File: config.mk
export PLATFORM = sky130hd
export DESIGN_NAME = rp_top
export DESIGN_NICKNAME = d
export VERILOG_FILES = /design/src/hdl/rp_pkg.sv /design/src/hdl/rp_regs.sv /design/src/hdl/adc_front.sv /design/src/hdl/lin_cal.sv /design/src/hdl/pdm_mod.sv /design/src/hdl/debounce.sv /design/src/hdl/rp_top.sv
export SDC_FILE = /design/constraint.sdc
export NUM_CORES = 2
export LEC_CHECK = 0
export BUFFER_PORTS_ARGS = -buffer_cell sky130_fd_sc_hd__buf_4
export CELL_PAD_IN_SITES_DETAIL_PLACEMENT = 2
export CELL_PAD_IN_SITES_GLOBAL_PLACEMENT = 2
export CORE_MARGIN = 2
export CORE_UTILIZATION = 43
export CTS_CLUSTER_DIAMETER = 50
export DETAILED_ROUTE_END_ITERATION = 10
export HOLD_SLACK_MARGIN = 0.03
export PLACE_DENSITY_LB_ADDON = 0.1
export SLEW_MARGIN = 20
export SYNTH_ARGS = -nofsm -noshare
export SYNTH_HDL_FRONTEND = slang
export SYNTH_SLANG_ARGS = --single-unit
File: constraint.sdc
create_clock -name adc_clk -period 9.62 [get_ports adc_clk]
set_clock_uncertainty 0.15 [all_clocks]
set_input_delay 0.481 -clock adc_clk [delete_from_list [all_inputs] [get_ports adc_clk]]
set_output_delay 0.481 -clock adc_clk [all_outputs]
set_load 0.02 [all_outputs]
File: src/hdl/rp_pkg.sv
/*
 * analog path package
 * widths, register map, reset values and configuration types
 */

package rp_pkg;

  ////////////////////////////////////////////////////////////
  // data path widths
  ////////////////////////////////////////////////////////////

  // analog channels
  localparam int CHN = 2;
  // ADC pin word, sample sits in bits 15..2
  localparam int ADW = 16;
  // sample width
  localparam int SW = 14;
  // gain width, Q2.14
  localparam int MW = 16;
  localparam int MUL_FRAC = 14;
  // calibration intermediates
  localparam int PRD_W = SW + MW;
  localparam int SHF_W = PRD_W - MUL_FRAC;
  localparam int ACC_W = SHF_W + 1;

  // PDM
  localparam int PDM_CHN = 4;
  localparam int PDM_W = 8;
  localparam logic [PDM_W:0] PDM_RNG = 255;

  // debounce counter
  localparam int DEB_CW = 16;
  // 0.5 ms at 125 MHz
  localparam logic [DEB_CW-1:0] DEB_LEN_RST = 16'd62500;

  ////////////////////////////////////////////////////////////
  // register map
  ////////////////////////////////////////////////////////////

  localparam int RAW = 4;
  localparam int RDW = 16;

  localparam logic [RAW-1:0] A_ADC_MUL0 = 4'd0;
  localparam logic [RAW-1:0] A_ADC_MUL1 = 4'd1;
  localparam logic [RAW-1:0] A_ADC_SUM0 = 4'd2;
  localparam logic [RAW-1:0] A_ADC_SUM1 = 4'd3;
  localparam logic [RAW-1:0] A_DAC_MUL0 = 4'd4;
  localparam logic [RAW-1:0] A_DAC_MUL1 = 4'd5;
  localparam logic [RAW-1:0] A_DAC_SUM0 = 4'd6;
  localparam logic [RAW-1:0] A_DAC_SUM1 = 4'd7;
  localparam logic [RAW-1:0] A_LOOP     = 4'd8;
  localparam logic [RAW-1:0] A_PDM0     = 4'd9;
  localparam logic [RAW-1:0] A_PDM1     = 4'd10;
  localparam logic [RAW-1:0] A_PDM2     = 4'd11;
  localparam logic [RAW-1:0] A_PDM3     = 4'd12;
  localparam logic [RAW-1:0] A_DEB_LEN  = 4'd13;

  ////////////////////////////////////////////////////////////
  // types
  ////////////////////////////////////////////////////////////

  typedef logic signed [SW-1:0] smp_t;
  typedef logic [PDM_W-1:0] pdm_val_t;

  // gain and offset for one calibration stage
  typedef struct packed {
    logic signed [MW-1:0] mul;
    logic signed [SW-1:0] sum;
  } cal_cfg_t;

  // unity gain, no offset
  localparam logic signed [MW-1:0] GAIN_RST = 16'sd16384;
  localparam cal_cfg_t CAL_RST = '{mul: GAIN_RST, sum: '0};

endpackage

File: src/hdl/rp_regs.sv
/*
 * configuration registers
 * strobe write, combinational read-back
 */

`timescale 1ns/10ps

module rp_regs
  import rp_pkg::*;
(
  input  logic                        adc_clk,
  input  logic                        top_rst,
  // register port
  input  logic                        reg_we_i,
  input  logic [RAW-1:0]              reg_addr_i,
  input  logic [RDW-1:0]              reg_wdata_i,
  output logic [RDW-1:0]              reg_rdata_o,
  // configuration outputs
  output cal_cfg_t [CHN-1:0]          adc_cal_o,
  output cal_cfg_t [CHN-1:0]          dac_cal_o,
  output logic [CHN-1:0]              loop_o,
  output pdm_val_t [PDM_CHN-1:0]      pdm_o,
  output logic [DEB_CW-1:0]           deb_len_o
);

  // write decode
  always_ff @(posedge adc_clk, posedge top_rst) begin
    if (top_rst) begin
      adc_cal_o <= {CHN{CAL_RST}};
      dac_cal_o <= {CHN{CAL_RST}};
      loop_o    <= '0;
      pdm_o     <= '0;
      deb_len_o <= DEB_LEN_RST;
    end else if (reg_we_i) begin
      // narrow fields take the low bits
      case (reg_addr_i)
        A_ADC_MUL0: adc_cal_o[0].mul <= reg_wdata_i[MW-1:0];
        A_ADC_MUL1: adc_cal_o[1].mul <= reg_wdata_i[MW-1:0];
        A_ADC_SUM0: adc_cal_o[0].sum <= reg_wdata_i[SW-1:0];
        A_ADC_SUM1: adc_cal_o[1].sum <= reg_wdata_i[SW-1:0];
        A_DAC_MUL0: dac_cal_o[0].mul <= reg_wdata_i[MW-1:0];
        A_DAC_MUL1: dac_cal_o[1].mul <= reg_wdata_i[MW-1:0];
        A_DAC_SUM0: dac_cal_o[0].sum <= reg_wdata_i[SW-1:0];
        A_DAC_SUM1: dac_cal_o[1].sum <= reg_wdata_i[SW-1:0];
        A_LOOP:     loop_o           <= reg_wdata_i[CHN-1:0];
        A_PDM0:     pdm_o[0]         <= reg_wdata_i[PDM_W-1:0];
        A_PDM1:     pdm_o[1]         <= reg_wdata_i[PDM_W-1:0];
        A_PDM2:     pdm_o[2]         <= reg_wdata_i[PDM_W-1:0];
        A_PDM3:     pdm_o[3]         <= reg_wdata_i[PDM_W-1:0];
        A_DEB_LEN:  deb_len_o        <= reg_wdata_i[DEB_CW-1:0];
        // unmapped addresses
        default: ;
      endcase
    end
  end

  // read-back, offsets sign extended, the rest zero extended
  always_comb begin
    reg_rdata_o = '0;
    case (reg_addr_i)
      A_ADC_MUL0: reg_rdata_o = adc_cal_o[0].mul;
      A_ADC_MUL1: reg_rdata_o = adc_cal_o[1].mul;
      A_ADC_SUM0: reg_rdata_o = RDW'(adc_cal_o[0].sum);
      A_ADC_SUM1: reg_rdata_o = RDW'(adc_cal_o[1].sum);
      A_DAC_MUL0: reg_rdata_o = dac_cal_o[0].mul;
      A_DAC_MUL1: reg_rdata_o = dac_cal_o[1].mul;
      A_DAC_SUM0: reg_rdata_o = RDW'(dac_cal_o[0].sum);
      A_DAC_SUM1: reg_rdata_o = RDW'(dac_cal_o[1].sum);
      A_LOOP:     reg_rdata_o = RDW'(loop_o);
      A_PDM0:     reg_rdata_o = RDW'(pdm_o[0]);
      A_PDM1:     reg_rdata_o = RDW'(pdm_o[1]);
      A_PDM2:     reg_rdata_o = RDW'(pdm_o[2]);
      A_PDM3:     reg_rdata_o = RDW'(pdm_o[3]);
      A_DEB_LEN:  reg_rdata_o = RDW'(deb_len_o);
      default: ;
    endcase
  end

endmodule

File: src/hdl/adc_front.sv
/*
 * ADC front end for one channel
 * pin capture, code conversion and digital loopback select
 */

`timescale 1ns/10ps

module adc_front
  import rp_pkg::*;
(
  input  logic           adc_clk,
  // converter pins
  input  logic [ADW-1:0] adc_dat_i,
  // loopback control
  input  logic           loop_i,
  // calibrated DAC sample
  input  smp_t           dac_smp_i,
  output smp_t           smp_o
);

  // captured sample
  smp_t adc_raw;

  // IO register, lowest 2 bits unused by the 14 bit converter
  // converter code is inverted except the sign
  always_ff @(posedge adc_clk) begin
    adc_raw <= {adc_dat_i[ADW-1], ~adc_dat_i[ADW-2:ADW-SW]};
  end

  // loopback bypasses the capture register
  assign smp_o = loop_i ? dac_smp_i : adc_raw;

endmodule

File: src/hdl/lin_cal.sv
/*
 * linear calibration, one channel
 * gain in Q2.14, offset add and saturation in one stage
 */

`timescale 1ns/10ps

module lin_cal
  import rp_pkg::*;
(
  input  logic     adc_clk,
  input  logic     top_rst,
  input  smp_t     smp_i,
  input  cal_cfg_t cfg_i,
  output smp_t     smp_o
);

  // full product
  logic signed [PRD_W-1:0] prd;
  // product after the Q2.14 shift
  logic signed [SHF_W-1:0] shf;
  // one guard bit for the offset add
  logic signed [ACC_W-1:0] acc;
  smp_t                    sat;

  always_comb begin
    prd = smp_i * cfg_i.mul;
    // arithmetic shift by dropping fraction bits
    shf = prd[PRD_W-1:MUL_FRAC];
    acc = ACC_W'(shf) + ACC_W'(cfg_i.sum);
    // in range when all bits above the sample sign agree
    if (acc[ACC_W-1:SW-1] == '0 || acc[ACC_W-1:SW-1] == '1) begin
      sat = acc[SW-1:0];
    end else if (acc[ACC_W-1]) begin
      // negative full scale
      sat = {1'b1, {(SW-1){1'b0}}};
    end else begin
      // positive full scale
      sat = {1'b0, {(SW-1){1'b1}}};
    end
  end

  ////////////////////////////////////////////////////////////
  // output stage
  ////////////////////////////////////////////////////////////

  always_ff @(posedge adc_clk, posedge top_rst) begin
    if (top_rst) begin
      smp_o <= '0;
    end else begin
      smp_o <= sat;
    end
  end

endmodule

File: src/hdl/pdm_mod.sv
/*
 * pulse density modulator
 * first order, one accumulator per channel, period 255
 */

`timescale 1ns/10ps

module pdm_mod
  import rp_pkg::*;
(
  input  logic                   adc_clk,
  input  logic                   top_rst,
  input  pdm_val_t [PDM_CHN-1:0] val_i,
  output logic [PDM_CHN-1:0]     pdm_o
);

  // one extra bit, sum stays below 2*255
  logic [PDM_CHN-1:0][PDM_W:0] acc;
  logic [PDM_CHN-1:0][PDM_W:0] nxt;

  for (genvar i = 0; i < PDM_CHN; i++) begin : g_chn

    assign nxt[i] = acc[i] + {1'b0, val_i[i]};

    // overflow of the period gives a one
    always_ff @(posedge adc_clk, posedge top_rst) begin
      if (top_rst) begin
        acc[i]   <= '0;
        pdm_o[i] <= 1'b0;
      end else if (nxt[i] >= PDM_RNG) begin
        acc[i]   <= nxt[i] - PDM_RNG;
        pdm_o[i] <= 1'b1;
      end else begin
        acc[i]   <= nxt[i];
        pdm_o[i] <= 1'b0;
      end
    end

  end

endmodule

File: src/hdl/debounce.sv
/*
 * input debounce
 * two flop synchronizer, lockout counter, edge pulses
 */

`timescale 1ns/10ps

module debounce
  import rp_pkg::*;
(
  input  logic              adc_clk,
  input  logic              top_rst,
  // asynchronous input
  input  logic              d_i,
  // lockout length in cycles
  input  logic [DEB_CW-1:0] len_i,
  output logic              pos_o,
  output logic              neg_o
);

  // synchronizer stages
  logic              d_s1;
  logic              d_s2;
  // accepted level
  logic              stb;
  // lockout countdown
  logic [DEB_CW-1:0] cnt;
  logic              acc;

  // new level, lockout expired
  assign acc = (d_s2 != stb) && (cnt == '0);

  always_ff @(posedge adc_clk, posedge top_rst) begin
    if (top_rst) begin
      d_s1  <= 1'b0;
      d_s2  <= 1'b0;
      stb   <= 1'b0;
      cnt   <= '0;
      pos_o <= 1'b0;
      neg_o <= 1'b0;
    end else begin
      d_s1  <= d_i;
      d_s2  <= d_s1;
      pos_o <= acc & d_s2;
      neg_o <= acc & ~d_s2;
      if (acc) begin
        stb <= d_s2;
        cnt <= len_i;
      end else if (cnt != '0) begin
        cnt <= cnt - 1'b1;
      end
    end
  end

endmodule

File: src/hdl/rp_top.sv
/*
 * analog path top level
 * two ADC and DAC channels with calibration and loopback,
 * PDM outputs and expansion input debounce
 */

`timescale 1ns/10ps

module rp_top
  import rp_pkg::*;
(
  input  logic                      adc_clk,
  input  logic                      top_rst,
  // ADC pins
  input  logic [CHN-1:0][ADW-1:0]   adc_dat_i,
  // DAC samples
  input  smp_t [CHN-1:0]            dac_smp_i,
  // register port
  input  logic                      reg_we_i,
  input  logic [RAW-1:0]            reg_addr_i,
  input  logic [RDW-1:0]            reg_wdata_i,
  output logic [RDW-1:0]            reg_rdata_o,
  // calibrated acquisition
  output smp_t [CHN-1:0]            osc_dat_o,
  // DAC pins, one word per channel
  output logic [CHN-1:0][SW-1:0]    dac_dat_o,
  // PDM outputs
  output logic [PDM_CHN-1:0]        dac_pwm_o,
  // expansion input and triggers
  input  logic                      exp_i,
  output logic                      trg_pos_o,
  output logic                      trg_neg_o,
  // clock duty cycle stabilizer
  output logic                      adc_cdcs_o
);

  // configuration
  cal_cfg_t [CHN-1:0]     adc_cal;
  cal_cfg_t [CHN-1:0]     dac_cal;
  logic [CHN-1:0]         loop;
  pdm_val_t [PDM_CHN-1:0] pdm_val;
  logic [DEB_CW-1:0]      deb_len;

  // samples between stages
  smp_t [CHN-1:0]         adc_smp;
  smp_t [CHN-1:0]         dac_cal_smp;

  // stabilizer always on
  assign adc_cdcs_o = 1'b1;

  rp_regs u_regs (
    .adc_clk     (adc_clk),
    .top_rst     (top_rst),
    .reg_we_i    (reg_we_i),
    .reg_addr_i  (reg_addr_i),
    .reg_wdata_i (reg_wdata_i),
    .reg_rdata_o (reg_rdata_o),
    .adc_cal_o   (adc_cal),
    .dac_cal_o   (dac_cal),
    .loop_o      (loop),
    .pdm_o       (pdm_val),
    .deb_len_o   (deb_len)
  );

  ////////////////////////////////////////////////////////////
  // analog channels
  ////////////////////////////////////////////////////////////

  for (genvar i = 0; i < CHN; i++) begin : g_chn

    // capture and loopback select
    adc_front u_adc_front (
      .adc_clk   (adc_clk),
      .adc_dat_i (adc_dat_i[i]),
      .loop_i    (loop[i]),
      .dac_smp_i (dac_cal_smp[i]),
      .smp_o     (adc_smp[i])
    );

    // acquisition side calibration
    lin_cal u_adc_cal (
      .adc_clk (adc_clk),
      .top_rst (top_rst),
      .smp_i   (adc_smp[i]),
      .cfg_i   (adc_cal[i]),
      .smp_o   (osc_dat_o[i])
    );

    // generation side calibration
    lin_cal u_dac_cal (
      .adc_clk (adc_clk),
      .top_rst (top_rst),
      .smp_i   (dac_smp_i[i]),
      .cfg_i   (dac_cal[i]),
      .smp_o   (dac_cal_smp[i])
    );

    // DAC output register
    // two's complement to inverted offset code
    always_ff @(posedge adc_clk) begin
      dac_dat_o[i] <= {dac_cal_smp[i][SW-1], ~dac_cal_smp[i][SW-2:0]};
    end

  end

  ////////////////////////////////////////////////////////////
  // PDM and expansion input
  ////////////////////////////////////////////////////////////

  pdm_mod u_pdm (
    .adc_clk (adc_clk),
    .top_rst (top_rst),
    .val_i   (pdm_val),
    .pdm_o   (dac_pwm_o)
  );

  debounce u_debounce (
    .adc_clk (adc_clk),
    .top_rst (top_rst),
    .d_i     (exp_i),
    .len_i   (deb_len),
    .pos_o   (trg_pos_o),
    .neg_o   (trg_neg_o)
  );

endmodule

Word-level counts from Yosys, hierarchy flattened. Cells that the tools add are included.

Word-level logic and storage cells: 130. Memory bits (read-only): 0. Bits in latches: 0. Output and inout port bits: 79. Memories kept: 0. RAM bits: 0. Flip-flop bits (word level): 343.

Div/mod/pow operators: 0. Magnitude comparators: 4. $mul: 4. Equal/unequal tests: 18. Reductions and logical operators: 27. Bitwise logic cells: 7. $add $sub $neg: 13. Shift-type cells: 0. Multiplexer cells: 21.

Operators with widths (number): one-hot mux 16 bit (14 select lines) (1); two-way mux 14 bit (10); multiplier 14 x 16 -> 30 bit (4); adder 16 x 14 -> 17 bit (4); NOT 13 bit (4); equality test 4 bit (second input constant) (10); adder 9 x 8 -> 9 bit (4); >= comparator 9 x 8 -> 1 bit (second input constant) (4); two-way mux 9 bit (4); subtractor 9 x 8 -> 9 bit (second input constant) (4); two-way mux 16 bit (2); AND reduction 2 bit (14); logical NOT 4 bit (5); equality test 4 x 3 -> 1 bit (second input constant) (4); logical NOT 16 bit (1); nonzero test 16 bit (1); subtractor 16 x 1 -> 16 bit (second input constant) (1); equality test 4 x 2 -> 1 bit (second input constant) (2); equality test 4 x 1 -> 1 bit (second input constant) (1); logical OR 1 bit (4); two-way mux 1 bit (4); bitwise AND 1 bit (2); nonzero test 2 bit (1); logical AND 1 bit (1); 2 further kinds (2).

Longest topological paths before layout.
Word-level depth: 6. Mapped depth: 37. Mapped depth without buffers: 33.

Cells and area by module. A second synthesis with hierarchy kept.

Cells, all modules: 5307. Area, all modules: 51862.2 um2.

Modules (own cells, without submodules): lin_cal (g_chn[0].u_dac_cal ...) (cells an instance 1010, area an instance 9240.1 um2, times used 2); lin_cal (g_chn[1].u_dac_cal) (cells an instance 1035, area an instance 9406.5 um2, times used 1); lin_cal (g_chn[0].u_adc_cal) (cells an instance 1008, area an instance 9345.2 um2, times used 1); rp_regs (cells an instance 584, area an instance 8072.7 um2, times used 1); pdm_mod (cells an instance 409, area an instance 3748.6 um2, times used 1); debounce (cells an instance 111, area an instance 1143.6 um2, times used 1); adc_front (cells an instance 42, area an instance 498.0 um2, times used 2); rp_top (cells an instance 56, area an instance 669.4 um2, times used 1).

Least setup slack after synthesis. No wires, ideal clock.

Path type: register to register. From: reg u_regs.loop_o[1]. To: reg g_chn[1].u_adc_cal.smp_o[10]. Cell stages (with the launch flop): 35. Library setup time: 0.125 ns. Buffers on the path: 4. Data arrival time: 8.312 ns. Data required time: 9.345 ns. Setup slack: 1.032 ns. Path through: dfrtp_1 > buf_6 > clkbuf_1 > mux2i_1 > clkbuf_1 > nor2b_1 > fa_1 > inv_1 > fa_1 > inv_1 > fa_1 > fa_1 > fa_1 > inv_1 > fa_1 > inv_1 > ha_1 > a211oi_1 > o211ai_1 > a32oi_1 > o31ai_4 > o21a_1 > o21a_1 > nor2_1 > xnor2_1 > ha_1 > nand2_1 > nor3_1 > a21oi_1 > a21o_1 > a211oi_1 > nor4b_1 > nor3_1 > buf_2 > o21ai_1.

Cells in the longest elaborated chain, start to end: 6. Elaborated cells between the ends (all ways): 8. Classes of those cells: add/sub (1); mul (1); eq/ne (1); mux (3); reduce/logical (2).

Ends and longest elaborated chain: start: declaration (RTL line rp_regs.sv:21) `output logic [CHN-1:0] loop_o,`; start signal: assignment (RTL line rp_regs.sv:45) `A_LOOP: loop_o <= reg_wdata_i[CHN-1:0];`; two-way mux 14 bit (*) (RTL line adc_front.sv:31) `assign smp_o = loop_i ? dac_smp_i : adc_raw;`; multiplier 14 x 16 -> 30 bit (*) (RTL line lin_cal.sv:27) `prd = smp_i * cfg_i.mul;`; adder 16 x 14 -> 17 bit (*) (RTL line lin_cal.sv:30) `acc = ACC_W'(shf) + ACC_W'(cfg_i.sum);`; equality test 4 bit or logical NOT 4 bit (tied branches) (RTL line lin_cal.sv:32) `if (acc[ACC_W-1:SW-1] == '0 || acc[ACC_W-1:SW-1] == '1) begin`; logical OR 1 bit (RTL line lin_cal.sv:32); two-way mux 14 bit (*) (RTL line lin_cal.sv:32); net g_chn[1].u_adc_cal.sat[10] (RTL line lin_cal.sv:24) `smp_t sat;`; end signal: assignment (RTL line lin_cal.sv:51) `smp_o <= sat;`; end: declaration (RTL line lin_cal.sv:15) `output smp_t smp_o`.

Mark *: on every way through the listed nets, which the timed path passes. The rest lies on a longest branch. A chain may end at the register's enable or synchronous reset.

Worst setup path after layout.
From: reg u_regs.dac_cal_o[18] (netlist name). To: reg g_chn[0].u_dac_cal.smp_o[3].

Cells in the longest elaborated chain, start to end: 5. Elaborated cells between the ends (all ways): 7. Classes of those cells: add/sub (1); mul (1); eq/ne (1); mux (2); reduce/logical (2).

Ends and longest elaborated chain: start: declaration (RTL line rp_regs.sv:20) `output cal_cfg_t [CHN-1:0] dac_cal_o,`; start signal: assignment (RTL line rp_regs.sv:30) `dac_cal_o <= {CHN{CAL_RST}};`; multiplier 14 x 16 -> 30 bit (*) (RTL line lin_cal.sv:27); adder 16 x 14 -> 17 bit (*) (RTL line lin_cal.sv:30); equality test 4 bit or logical NOT 4 bit (tied branches) (RTL line lin_cal.sv:32); logical OR 1 bit (RTL line lin_cal.sv:32); two-way mux 14 bit (*) (RTL line lin_cal.sv:32); net g_chn[0].u_dac_cal.sat[3] (RTL line lin_cal.sv:24); end signal: assignment (RTL line lin_cal.sv:51); end: declaration (RTL line lin_cal.sv:15).

Marked as above.

==> summary.txt <==
CTS
  – CTS tree: built
  – CTS Root Cell: clkbuf_16
  – Post-CTS setup buffers: 0
  – Clk buf depth: 3
  – Clock Sinks: 343
  – CTS Buf Count: 46
  – Clk Latency, worst-skew pair: 0.61 ns
  – Max H-tree Level: 2
  – Clock Pin Slew Worst Setup and Hold Paths: roughly 0.060 ns

Synthesis
  – Synth top area share: 35.1%
  – Yosys reg bits: 343
  – Ranking of synthesized cells by area: fa_1, dfrtp_1, ha_1
  – Syn Nets: roughly 6.5k
  – Count leader, synth: inv_1
  – Synth Area per Inst: 9.73 um2
  – EDFF count, synth: 0
  – Largest area contributor in the netlist: fa_1
  – Post-synth top cells: inv_1, fa_1, nand2_1, ha_1, and2_1
  – Post-Syn Area: 0.0501 mm2
  – Post-synth top flop: dfrtp_1
  – Synth Instances: 5152
  – Post-synthesis cell type count: slightly above 90
  – FFs w/ async S/R, synth: 83.7%
  – Yosys warning count: 0
  – Seq/Total Area, Yosys: 16.6%

Floorplanning
  – IO Pins: 163
  – Initial core utilization: between 40 and 50%
  – Core area: 0.116 mm2
  – Die width: 345 um
  – Die H: 345 um
  – Row Count: roughly 130
  – Die area: 0.119 mm2

Timing
  – Worst slew pin tran: 1.12 ns
  – Final setup TNS: 0 ns
  – Worst hold slack: 0.158 ns
  – Unrepaired setup endpoints after global routing: false
  – Period minus WS final: approximately 9.1 ns
  – Setup-failing EPs final: 0
  – Period utilization: 94.7%
  – Count of final hold-check violations: 0
  – Slew headroom: 25.3%
  – Pins Over Slew Limit: 0
  – Fmax: 0.110 GHz

Worst setup path
  – Crit path top cell by count: fa_1
  – Critical path type: flop to flop
  – Setup crit end: g_chn[0].u_dac_cal.smp_o[3]$_DFF_PP0_
  – Req. time, crit path: 9.95 ns
  – Delay of the slowest critical-path stage: 0.57 ns
  – CP max stage cell: a2111oi_0
  – R2R cell count: 29
  – R2r startpoint: u_regs.dac_cal_o[18]$_DFFE_PP0P_
  – Crit start category: flop
  – Setup crit start: u_regs.dac_cal_o[18]$_DFFE_PP0P_
  – Setup crit end kind: flop
  – Reg-to-Reg End: g_chn[0].u_dac_cal.smp_o[3]$_DFF_PP0_
  – Max Fanout on Critical Path: 13
  – Worst R2R Setup Slack: 0.51 ns
  – Worst path arrival time: around 9.4 ns

Outcome
  – Outcome: finished clean

Global route
  – First-pass GRT wire length: about 270 mm
  – Total track usage: between 20 and 30%
  – Number of global-route vias before repair: 44.8k
  – Largest net degree at the start of global routing: 94
  – Initial antenna violation count: 10
  – Gr ovfl total: 0

Cells and area
  – Net count reported at finish: around 6.7k
  – Final Cell Area: roughly 0.055 mm2
  – Layout Area Growth over Synthesis: 10.5%
  – Layout cell share with drive strength beyond 1: 10.7%

Placed design
  – Placed wire-length estimate: 135 mm
  – GP Congestion: 0.849
  – Cell area after placement: ~0.053 mm2
  – Port Buf Inserts: 157

Routing
  – Vias per inst: 5.44
  – Avg WL per Cell: 24.5 um
  – DR iter-0 viols: approximately 1.8k
  – Post-route ant nets: 0
  – DRT Wirelength: 169 mm
  – Drt first pass iters: 6
  – Via count: 37.5k
  – DR DRC count: 0

Min path
  – Worst hold path class: input port to flop

Run
  – Maxcap violations: 0
==> state kept, by name, indices dropped and copies added (netlist names) <==
register / flops
u_regs.loop_o: 2
g_chn.u_adc_cal.smp_o: 28
u_pdm.acc: 36
u_pdm.pdm_o: 4
u_regs.deb_len_o: 16
u_debounce.neg_o: 1
u_debounce.d_s2: 1
u_regs.dac_cal_o: 60
g_chn.u_dac_cal.smp_o: 28
u_debounce.stb: 1
u_debounce.d_s1: 1
u_regs.adc_cal_o: 60
u_debounce.cnt: 16
u_debounce.pos_o: 1
u_regs.pdm_o: 32
g_chn.u_adc_front.adc_raw: 28
dac_dat_o: 28
==> logic make-up (layout without fill, tap and decap cells) <==
| group | Yosys count | in the layout | share of synthesized area (%) |
|---|---|---|---|
| and+or+nand+nor | 1339 | 1339 | 13.5 |
| adders and majority gates | 1259 | 1259 | 44.6 |
| buffers and inverters | 1240 | 1455 | 9.32 |
| AOI/OAI and AO/OA | 563 | 563 | 7.84 |
| DFF | 343 | 343 | 16.6 |
| muxes | 210 | 210 | 4.68 |
| xor gates and xnor gates | 197 | 197 | 3.44 |
| other | 1 | 4 | 0.00748 |
==> area by class of cell <==
type	instances	area, um2
antenna	3	7.51
clock buffer	61	1290
clock inverter	24	262
fill	12218	60500
inverter	1073	4040
multi-input combinational	3569	37200
sequential	343	8320
tap	1524	1910
timing repair buffer	297	2350
==> metal layers <==
| metal | routed length (um) | share of wire (%) | track usage [%] |
|---|---|---|---|
| met5 | 69 | 0.041 | 0 |
| met4 | 5780 | 3.4 | 8.90 |
| met3 | 7910 | 4.7 | 4.03 |
| met2 | 86600 | 51 | 52.1 |
| met1 | 68700 | 41 | 36.3 |
==> worst max-delay path: cells and delay by family (launching register included) <==
family          cells  cell delay, ns
fa+ha+maj           8            3.71
xor+xnor            1            0.15
compound gates      8            2.78
mux                 1            0.16
flops               1            0.56
buf+inv             6            0.70
simple gates        5            0.78
==> layout by cell type (no fill, tap or decap), types with 24 or more instances in the layout <==
cell	count
dfxtp_1	56
buf_4	263
dfrtp_1	275
inv_1	1070
o21a_1	33
nand2b_1	52
ha_1	379
a21oi_1	113
nand2_1	486
o21ai_0	62
fa_1	880
clkbuf_16	48
a22oi_1	38
mux2_2	162
xnor2_1	141
a21o_1	86
and2_1	298
nor2_1	143
a211oi_1	24
o21ai_1	30
dlygate4sd3_1	30
mux2_1	30
nor3_1	46
nand3_1	44
nor2b_1	158
xor2_1	55
==> worst min path at each step <==
stage,startpoint,end,slack [ns],cells after the start
6_report,reg_wdata_i[14],u_regs.dac_cal_o[58]$_DFFE_PP1P_,0.16,2
5_1_grt,reg_wdata_i[14],u_regs.adc_cal_o[28]$_DFFE_PP1P_,0.12,2
4_1_cts,reg_wdata_i[14],u_regs.adc_cal_o[28]$_DFFE_PP1P_,0.09,2
3_5_place_dp,u_debounce.d_s1$_DFF_PP0_,u_debounce.d_s2$_DFF_PP0_,0.20,0
3_3_place_gp,u_debounce.d_s1$_DFF_PP0_,u_debounce.d_s2$_DFF_PP0_,0.19,0
2_1_floorplan,u_debounce.d_s1$_DFF_PP0_,u_debounce.d_s2$_DFF_PP0_,0.18,0
==> through the flow <==
stage	std cells	setup slack, ns	utilization [%]
final	6894	0.514	47.8
after global routing	6893	0.0489	47.8
after CTS	6891	0.262	47.7
after detailed placement	6776	0.243	46.2
after global placement	6776	0.341	46.1
after floorplan	5152	1.03	-
==> repair_timing <==
| action | in CTS | in global routing |
|---|---|---|
| endpoints found under the hold margin | 119 | 0 |
| endpoints found under the setup margin | 0 | 38 |
| gates resized for setup | 0 | 7 |
| hold buffers | 30 | 0 |
Power is not shown: default switching activity piles up to over one toggle a cycle in this logic, so the estimate is an artifact.
